File: config.mk
export PLATFORM = sky130hd
export DESIGN_NAME = wb_top
export DESIGN_NICKNAME = d
export VERILOG_FILES = /design/src/hdl/wb_pkg.sv /design/src/hdl/retire_if.sv /design/src/hdl/writeback_stage.sv /design/src/hdl/reg_file.sv /design/src/hdl/retire_counter.sv /design/src/hdl/wb_top.sv
export SDC_FILE = /design/constraint.sdc
export NUM_CORES = 2
export LEC_CHECK = 0
export ABC_AREA = 0
export ABC_CLOCK_PERIOD_IN_PS = 3150
export BUFFER_PORTS_ARGS = -buffer_cell sky130_fd_sc_hd__buf_2
export CAP_MARGIN = 0
export CORE_ASPECT_RATIO = 0.8
export CORE_MARGIN = 2
export CORE_UTILIZATION = 50
export DETAILED_ROUTE_END_ITERATION = 7
export PLACE_DENSITY = 0.7
export SYNTH_ARGS = -nofsm -noshare
export SYNTH_HDL_FRONTEND = slang
export SYNTH_SLANG_ARGS = --single-unit
File: constraint.sdc
create_clock -name clk -period 3.15 [get_ports clk]
set_clock_uncertainty 0.05 [all_clocks]
set_input_delay 0.4725 -clock clk [delete_from_list [all_inputs] [get_ports clk]]
set_output_delay 0.4725 -clock clk [all_outputs]
set_load 0.02 [all_outputs]
File: src/hdl/wb_pkg.sv
`default_nettype none

package wb_pkg;

    // Datapath widths
    localparam int XLEN      = 32;
    localparam int ADDR_W    = 32;
    localparam int REG_NUM_W = 5;
    localparam int IID_W     = 8;
    localparam int WB_SEL_W  = 2;

    typedef logic [XLEN-1:0]      xlen_t;     // Register value
    typedef logic [ADDR_W-1:0]    addr_t;     // Program counter
    typedef logic [REG_NUM_W-1:0] reg_addr_t; // Register number
    typedef logic [IID_W-1:0]     iid_t;      // Instruction id, wraps
    typedef logic [WB_SEL_W-1:0]  wb_sel_t;   // Write-back source

    // Write-back source codes
    localparam wb_sel_t WB_ALU = 2'd0;
    localparam wb_sel_t WB_MEM = 2'd1;
    localparam wb_sel_t WB_PC  = 2'd2; // Return address for jal/jalr
    localparam wb_sel_t WB_CSR = 2'd3;

    // Return address offset, one instruction past pc
    localparam xlen_t PC_STEP = 32'd4;

    // Register file geometry
    localparam int        NUM_REGS = 2 ** REG_NUM_W;
    localparam reg_addr_t REG_ZERO = 5'd0; // x0, hardwired zero
    localparam reg_addr_t REG_SP   = 5'd2; // x2, stack pointer

endpackage

`default_nettype wire

File: src/hdl/retire_if.sv
`timescale 1ns/1ps
`default_nettype none

interface retire_if;

    import wb_pkg::*;

    logic      retire; // One cycle per retired instruction
    logic      wen;
    reg_addr_t waddr;
    xlen_t     wdata;

    modport src (
        output retire,
        output wen,
        output waddr,
        output wdata
    );

    modport rf (
        input retire,
        input wen,
        input waddr,
        input wdata
    );

    modport cnt (
        input retire
    );

endinterface

`default_nettype wire

File: src/hdl/writeback_stage.sv
`timescale 1ns/1ps
`default_nettype none

module writeback_stage (
    input  wire logic               clk,
    input  wire logic               rst,

    // Bundle from the memory stage
    input  wire logic               wb_valid,
    input  wire wb_pkg::addr_t      wb_pc,
    input  wire wb_pkg::iid_t       wb_inst_id,
    input  wire wb_pkg::wb_sel_t    wb_sel,
    input  wire logic               rf_wen,
    input  wire wb_pkg::reg_addr_t  wb_addr,
    input  wire wb_pkg::xlen_t      alu_out,
    input  wire wb_pkg::xlen_t      mem_rdata,
    input  wire wb_pkg::xlen_t      csr_rdata,

    // Forwarding value and retire request
    output wb_pkg::xlen_t           wdata,
    retire_if.src                   ret
);

    import wb_pkg::*;

    xlen_t ret_addr;   // pc + 4 for link writes
    xlen_t sel_data;

    iid_t  saved_id;   // Id of the last valid bundle
    logic  id_seen;    // Cleared by reset, set by the first valid bundle
    logic  id_changed;
    logic  new_inst;

    // Write-back source mux

    assign ret_addr = xlen_t'(wb_pc) + PC_STEP;

    always_comb begin
        case (wb_sel)
            WB_ALU:  sel_data = alu_out;
            WB_MEM:  sel_data = mem_rdata;
            WB_PC:   sel_data = ret_addr;
            WB_CSR:  sel_data = csr_rdata;
            default: sel_data = alu_out;
        endcase
    end

    assign wdata = sel_data; // Forwarded regardless of valid

    // Retire detection
    // A stalled memory stage repeats the bundle with the same id, so
    // only an id change (or the first bundle after reset) retires

    assign id_changed = (wb_inst_id != saved_id);
    assign new_inst   = wb_valid && (!id_seen || id_changed);

    always_ff @(posedge clk) begin
        if (rst) begin
            id_seen <= 1'b0;
        end else if (wb_valid) begin
            id_seen <= 1'b1;
        end
    end

    always_ff @(posedge clk) begin
        if (wb_valid) begin
            saved_id <= wb_inst_id; // Bubbles keep the old id
        end
    end

    // Request to register file and counter

    assign ret.retire = new_inst && !rst;
    assign ret.wen    = rf_wen;
    assign ret.waddr  = wb_addr;
    assign ret.wdata  = sel_data;

endmodule

`default_nettype wire

File: src/hdl/reg_file.sv
`timescale 1ns/1ps
`default_nettype none

module reg_file #(
    parameter wb_pkg::xlen_t STACK_INIT = 32'h0000_7500
) (
    input  wire logic               clk,
    input  wire logic               rst,

    retire_if.rf                    ret,

    // Decode stage read ports
    input  wire wb_pkg::reg_addr_t  raddr1,
    input  wire wb_pkg::reg_addr_t  raddr2,
    output wb_pkg::xlen_t           rdata1,
    output wb_pkg::xlen_t           rdata2
);

    import wb_pkg::*;

    xlen_t regs [NUM_REGS];
    logic  wr_en;

    // x0 is never written
    assign wr_en = ret.retire && ret.wen && (ret.waddr != REG_ZERO);

    always_ff @(posedge clk) begin
        if (rst) begin
            for (int i = 0; i < NUM_REGS; i++) begin
                if (reg_addr_t'(i) == REG_SP) begin
                    regs[i] <= STACK_INIT; // Initial stack pointer
                end else begin
                    regs[i] <= '0;
                end
            end
        end else if (wr_en) begin
            regs[ret.waddr] <= ret.wdata;
        end
    end

    // Reads see the stored array only, the pipeline forwards wb_wdata
    always_comb begin
        if (raddr1 == REG_ZERO) begin
            rdata1 = '0;
        end else begin
            rdata1 = regs[raddr1];
        end
    end

    always_comb begin
        if (raddr2 == REG_ZERO) begin
            rdata2 = '0;
        end else begin
            rdata2 = regs[raddr2];
        end
    end

endmodule

`default_nettype wire

File: src/hdl/retire_counter.sv
`timescale 1ns/1ps
`default_nettype none

module retire_counter #(
    parameter int COUNT_W = 64
) (
    input  wire logic           clk,
    input  wire logic           rst,

    retire_if.cnt               ret,

    output logic [COUNT_W-1:0]  count
);

    logic [COUNT_W-1:0] count_q;
    logic [COUNT_W-1:0] count_inc;

    // Wraps at full width like minstret
    assign count_inc = count_q + COUNT_W'(1);

    always_ff @(posedge clk) begin
        if (rst) begin
            count_q <= '0;
        end else if (ret.retire) begin
            count_q <= count_inc;
        end
    end

    assign count = count_q;

endmodule

`default_nettype wire

File: src/hdl/wb_top.sv
`timescale 1ns/1ps
`default_nettype none

module wb_top #(
    parameter wb_pkg::xlen_t STACK_INIT = 32'h0000_7500,
    parameter int            COUNT_W    = 64
) (
    input  wire logic               clk,
    input  wire logic               rst,

    // Bundle from the memory stage
    input  wire logic               wb_valid,
    input  wire wb_pkg::addr_t      wb_pc,
    input  wire wb_pkg::iid_t       wb_inst_id,
    input  wire wb_pkg::wb_sel_t    wb_sel,
    input  wire logic               rf_wen,
    input  wire wb_pkg::reg_addr_t  wb_addr,
    input  wire wb_pkg::xlen_t      alu_out,
    input  wire wb_pkg::xlen_t      mem_rdata,
    input  wire wb_pkg::xlen_t      csr_rdata,

    // Decode stage read ports
    input  wire wb_pkg::reg_addr_t  raddr1,
    input  wire wb_pkg::reg_addr_t  raddr2,

    output wb_pkg::xlen_t           wb_wdata,
    output wb_pkg::xlen_t           rs1_data,
    output wb_pkg::xlen_t           rs2_data,
    output logic [COUNT_W-1:0]      retire_count
);

    retire_if u_ret ();

    writeback_stage u_wb (
        .clk        (clk),
        .rst        (rst),
        .wb_valid   (wb_valid),
        .wb_pc      (wb_pc),
        .wb_inst_id (wb_inst_id),
        .wb_sel     (wb_sel),
        .rf_wen     (rf_wen),
        .wb_addr    (wb_addr),
        .alu_out    (alu_out),
        .mem_rdata  (mem_rdata),
        .csr_rdata  (csr_rdata),
        .wdata      (wb_wdata),
        .ret        (u_ret.src)
    );

    reg_file #(
        .STACK_INIT (STACK_INIT)
    ) u_rf (
        .clk        (clk),
        .rst        (rst),
        .ret        (u_ret.rf),
        .raddr1     (raddr1),
        .raddr2     (raddr2),
        .rdata1     (rs1_data),
        .rdata2     (rs2_data)
    );

    retire_counter #(
        .COUNT_W    (COUNT_W)
    ) u_cnt (
        .clk        (clk),
        .rst        (rst),
        .ret        (u_ret.cnt),
        .count      (retire_count)
    );

endmodule

`default_nettype wire

## Yosys cells after proc, flatten, opt, wreduce, memory -nomap -nowiden

Memory sizes are Yosys's and may differ from the RTL's.
Index checks and enable logic that the tools add are counted.

- Muxes and demuxes: 11
- Add/subtract/negate cells: 2
- Reduce and logical (&&, ||, !) cells: 12
- Equality and inequality tests: 4

Operators by type and width:

| cell | number |
|---|---|
| case mux 32 bit (4 select lines) | 1 |
| 2-to-1 mux 32 bit | 3 |
| adder 64 x 1 -> 64 bit (second input constant) | 1 |
| adder 32 x 3 -> 32 bit (second input constant) | 1 |
| OR reduction 32 bit | 1 |
| logical NOT 5 bit | 2 |
| inequality test 8 bit | 1 |
| 2-to-1 mux 1 bit | 6 |
| 2-to-1 mux 5 bit | 1 |
| nonzero test 5 bit | 1 |
| equality test 2 bit (second input constant) | 2 |
| logical AND 1 bit | 4 |
| equality test 2 x 1 -> 1 bit (second input constant) | 1 |
| logical NOT 1 bit | 2 |
| logical NOT 2 bit | 1 |
| logical OR 1 bit | 1 |

- Register bits: 73
- Memories: 1
- Output and inout port bits: 160
- RAM bits: 1,024
- Input bits: 157
- Logic and storage cells: 33

Memory list:

| name | depth | bits a word | read ports | clocked after memory_dff | write ports | RTL line | text |
|---|---|---|---|---|---|---|---|
| u_rf.regs | 32 | 32 | 2 | 0 | 32 | reg_file.sv:21 | `xlen_t regs [NUM_REGS];` |

## Depth between registers and ports, before layout

- Depth after elaboration: 11
- Mapped depth: 9
- Gate-level depth less buffers: 7

## Modules after synthesis

A second synthesis with hierarchy kept.

- Cells, all modules: 4,070
- Area, all modules: 59,285.6 µm²

Modules (own cells, without submodules):

| module | sequential area each (µm²) | cells each | area each (µm²) | times used |
|---|---|---|---|---|
| reg_file | 30,749.5 | 3,496 | 54,135.7 | 1 |
| retire_counter | 1,281.2 | 347 | 3,027.9 | 1 |
| writeback_stage | 260.2 | 227 | 2,122.0 | 1 |

## Least setup slack after synthesis

Ideal clock, no wire load.

- Kind: input port to flip-flop
- From: input port wb_inst_id[2]
- To: memory u_rf.regs[11][0] in the netlist's numbering, enable pin
- Data arrival time: 2.833 ns
- Setup time: 0.478 ns
- Data required time: 2.622 ns
- Stages on the path: 8
- Slack: -0.210 ns
- Cell sequence: xnor2_1 -> nand3_1 -> o311ai_0 -> clkbuf_1 -> nor2_1 -> nand2_1 -> clkbuf_1 -> nand2_1

RTL lines:

| item | RTL line | text |
|---|---|---|
| from (decl) | wb_top.sv:14 | `input wire wb_pkg::iid_t wb_inst_id,` |
| to (decl) | reg_file.sv:21 |  |

## Final worst setup path

- From: input port wb_pc[24]
- To: output port wb_wdata[31]

- Longest elaborated chain between the ends: 2

RTL lines:

| item | RTL line | text |
|---|---|---|
| from (decl) | wb_top.sv:13 | `input wire wb_pkg::addr_t wb_pc,` |
| adder 32 x 3 -> 32 bit | writeback_stage.sv:36 | `assign ret_addr = xlen_t'(wb_pc) + PC_STEP;` |
| case mux 32 bit (4 select lines) | writeback_stage.sv:39 | `case (wb_sel)` |
| to (decl) | wb_top.sv:26 | `output wb_pkg::xlen_t wb_wdata,` |

No other way between the ends.

==> run_results.csv <==
group,metric,value,unit
power_and_ir_drop,power_leakage,24.03,nW
clocking,cts.clk_slew.worst_paths,0.06,ns
route,vias_per_cell,6.762,
clocking,clockBufferDepth,3,
layout,finish.net_count,4561,
synth,yosys_register_bits,1097,
clocking,cts_num_sinks,1097,
floorplanning,initial_core_util,50.32,%
global_routing,grt-busiest-layer,"met2",
route,routed_wirelength,201500,um
synth,async_reset_ff_share,0,%
power_and_ir_drop,power.switching_fraction,26.63,%
floorplanning,placeableCoreArea,112200,um2
clocking,clk_latency,0.74,ns
floorplanning,die_y,304.5,um
synth,mappedNetlistArea,56440,um2
layout,drive_gt1_share,38.10,%
route,final_antenna_net_count,0,
setup_path,critPathMaxFanout,5,
setup_path,category_of_the_worst_setup_path_launch_point,"input pin",
timing,final_setup_vio_count,4,
worst_hold_path,worst_hold_path_type,"input pin to flop",
timing,max_clock_freq,312.4,MHz
global_routing,overflow,0,
synth,synth_sequential_area_ratio,57.21,%
global_routing,met3_usage,15.14,%
synth,yosysUniqueCellTypes,53,
power_and_ir_drop,max-vdd-ir-drop,0.4750,mV
timing,final_hold_viol_count,0,
power_and_ir_drop,internal_power,26.37,mW
route,drt_first_pass_iters,6,
timing,max_slew.worst_pin.slew,0.8421,ns
global_routing,routing_usage_on_met1,47.32,%
clocking,htree_num_levels,3,
global_routing,number_of_antenna_violations_at_the_first_check_in_global_routing,11,
floorplanning,core.rowCount,110,
layout,most_common_cell_after_layout_fill_and_taps_aside,"edfxtp_1",
synth,synthesis.yosys.warnings,0,
setup_path,rr_endpoint,"u_rf.regs[23][15]",
timing,slew_violations,0,
flow_run,maxCapViolCount,0,
floorplanning,die_x,379.6,um
status,violations_in_the_final_reports,"negative setup slack",
timing,slew_headroom,43.86,%
placement,dp_hpwl,132700,um
setup_path,reg2regPathDepth,7,
power_and_ir_drop,power_density,533.9,nW/um2
placement,pre_cts_ws,-0.2374,ns
route,drc,0,
global_routing,first_pass_grt_wire_length,284900,um
clocking,tritoncts.num_buffers,111,
timing,timing.final.crit_period,3.202,ns
setup_path,r2r_setup_slack,0.23,ns
layout,postLayoutCoreUtil,60.00,%
setup_path,setup.worst_path.end_class,"output pin",
setup_path,timing_worst_setup_path_type,"input pin to output pin",
synth,synth-edff-count,1032,
layout,synthToLayoutAreaGrowth,19.24,%
synth,postSynthCellCount,3944,
synth,syn_avg_cell_area,14.31,um2
synth,synth_flop_cell,"edfxtp_1",
floorplanning,design.portCount,317,
global_routing,grt.met2_usage,48.92,%
setup_path,critical_path_required_time,2.63,ns
clocking,clock-root-buffer,"clkbuf_16",
global_routing,grt_start_max_net_pins,60,
worst_hold_path,depth_of_the_worst_hold_timing_path,2,
timing,finalCritPeriodShare,101.6,%
clocking,clock_tree_from_tritoncts,"done",
power_and_ir_drop,share_clk_of_total_power,36.7,%
global_routing,grtUsageTotal,34.73,%
route,drt_first_iter_violations,7188,
timing,setup_slack,-0.05154,ns
power_and_ir_drop,power_switching,9.569,mW
layout,final_cell_mix,"1032 x edfxtp_1, 969 x nor2_1, 640 x mux4_2",
power_and_ir_drop,share_seq_of_total_power,47.5,%
timing,unrepaired_setup_endpoints_after_global_routing,"yes",
worst_hold_path,timing.hold.worst_endpoint,"u_wb.saved_id[3]",
route,wl_per_cell,33.51,um
placement,routabilityCongestion,0.9685,
setup_path,r2r_start,"u_wb.saved_id[3]",
status,run_status,"complete, but fails checks",
placement,port_buffers,316,
global_routing,first_global_vias,40220,
worst_hold_path,hold_path_startpoint,"wb_valid",
power_and_ir_drop,pwr-share-comb,15.8,%
floorplanning,die-area,115600,um2
route,dr_total_vias,40660,
setup_path,critical_path_data_arrival_time,2.68,ns
==> power groups by stage <==
stage | registers [mW] | logic, mW | clock network [mW]
after floorplan | 17.2 | 3.04 | 0
after global placement | 17.3 | 5.30 | 0
after detailed placement | 17.3 | 5.33 | 0
after CTS | 17.0 | 5.46 | 13.2
after global routing | 17.1 | 5.83 | 13.8
final | 17.1 | 5.68 | 13.2
==> critical path, stage by stage <==
cell	delay, ns
buf_2	0.14
and4_4	0.33
and4_1	0.25
nand4_1	0.36
xnor2_2	0.27
a221oi_4	0.48
buf_12	0.21
inv_2	0.04
buf_6	0.12
==> cell type report <==
cell class / instances / area, um2
inverter: 108 / 412.9
tap: 1512 / 1892
antenna: 5 / 12.51
multi-input combinational: 2373 / 23100
fill: 8404 / 44870
sequential: 1097 / 32290
clock buffer: 125 / 2873
timing repair buffer: 711 / 6042
clock inverter: 82 / 680.7
==> flip-flops by register name, indices dropped and copies added (netlist names) <==
register       count
u_rf.regs       1024
u_cnt.count       64
u_wb.id_seen       1
u_wb.saved_id      8
==> synthesized netlist by cell type, types with 31 or more instances <==
cell,n,area [um2]
buf_1,62,232.7
clkbuf_1,332,1246
dfxtp_1,65,1301
edfxtp_1,1032,30990
inv_1,107,401.6
mux4_2,640,14410
nand2_1,190,713.2
nand3_1,31,155.2
nor2_1,971,3645
nor3_1,120,600.6
o21ai_0,90,450.4
xnor2_1,65,569.3
==> stage by stage <==
stage	instance area (um2)	instances	hold WS (ns)	TNS, ns	power, mW
2_1_floorplan	56630	3975	0.3878	-52.87	20.22
3_3_place_gp	63010	5779	0.4253	-7.840	22.56
4_1_cts	66900	5996	0.08828	-0.08732	35.72
5_1_grt	67290	6009	0.1165	-0.2035	36.73
6_report	67300	6013	0.1229	-0.1234	35.93
3_5_place_dp	63010	5779	0.4300	-15.11	22.66
==> what timing repair did <==
item,CTS,global route
hold buffers,8,0
setup buffers,4,21
setup endpoints to repair,57,117
pin swaps,6,8
gates cloned,0,2
gates resized for setup,134,89
hold endpoints to repair,8,0
==> cell families (layout without fill, tap and decap cells) <==
group / count (synthesis) / count (layout) / synth area share [%]
other cells: 1 / 37 / 0.006644
compound gates: 160 / 160 / 1.638
flops: 1097 / 1097 / 57.21
simple gates: 1438 / 1438 / 10.57
fa+ha+maj: 2 / 2 / 0.04433
xor+xnor: 81 / 81 / 1.257
mux: 660 / 660 / 25.90
buf+inv: 505 / 1026 / 3.365
==> worst max-delay path by stage <==
| stage | from | to | slack [ns] | cells past startpoint |
|---|---|---|---|---|
| global placement | wb_pc[13] | u_rf.regs[9][31] | -0.20 | 9 |
| floorplan | wb_inst_id[2] | u_rf.regs[31][0] | -0.20 | 8 |
| detailed placement | wb_pc[13] | u_rf.regs[29][31] | -0.24 | 9 |
| global route | wb_pc[4] | wb_wdata[31] | -0.10 | 10 |
| CTS | u_rf.regs[31][19] | rs1_data[19] | -0.03 | 6 |
| finish | wb_pc[24] | wb_wdata[31] | -0.05 | 9 |
==> layer usage <==
metal	share of wire, %	vias to the layer above
met2	43	3686
met5	0.017	-
met3	18	524
li1	-	15960
met4	4.6	6
met1	34	20490
Note: power is estimated with default switching activity, not from simulation.
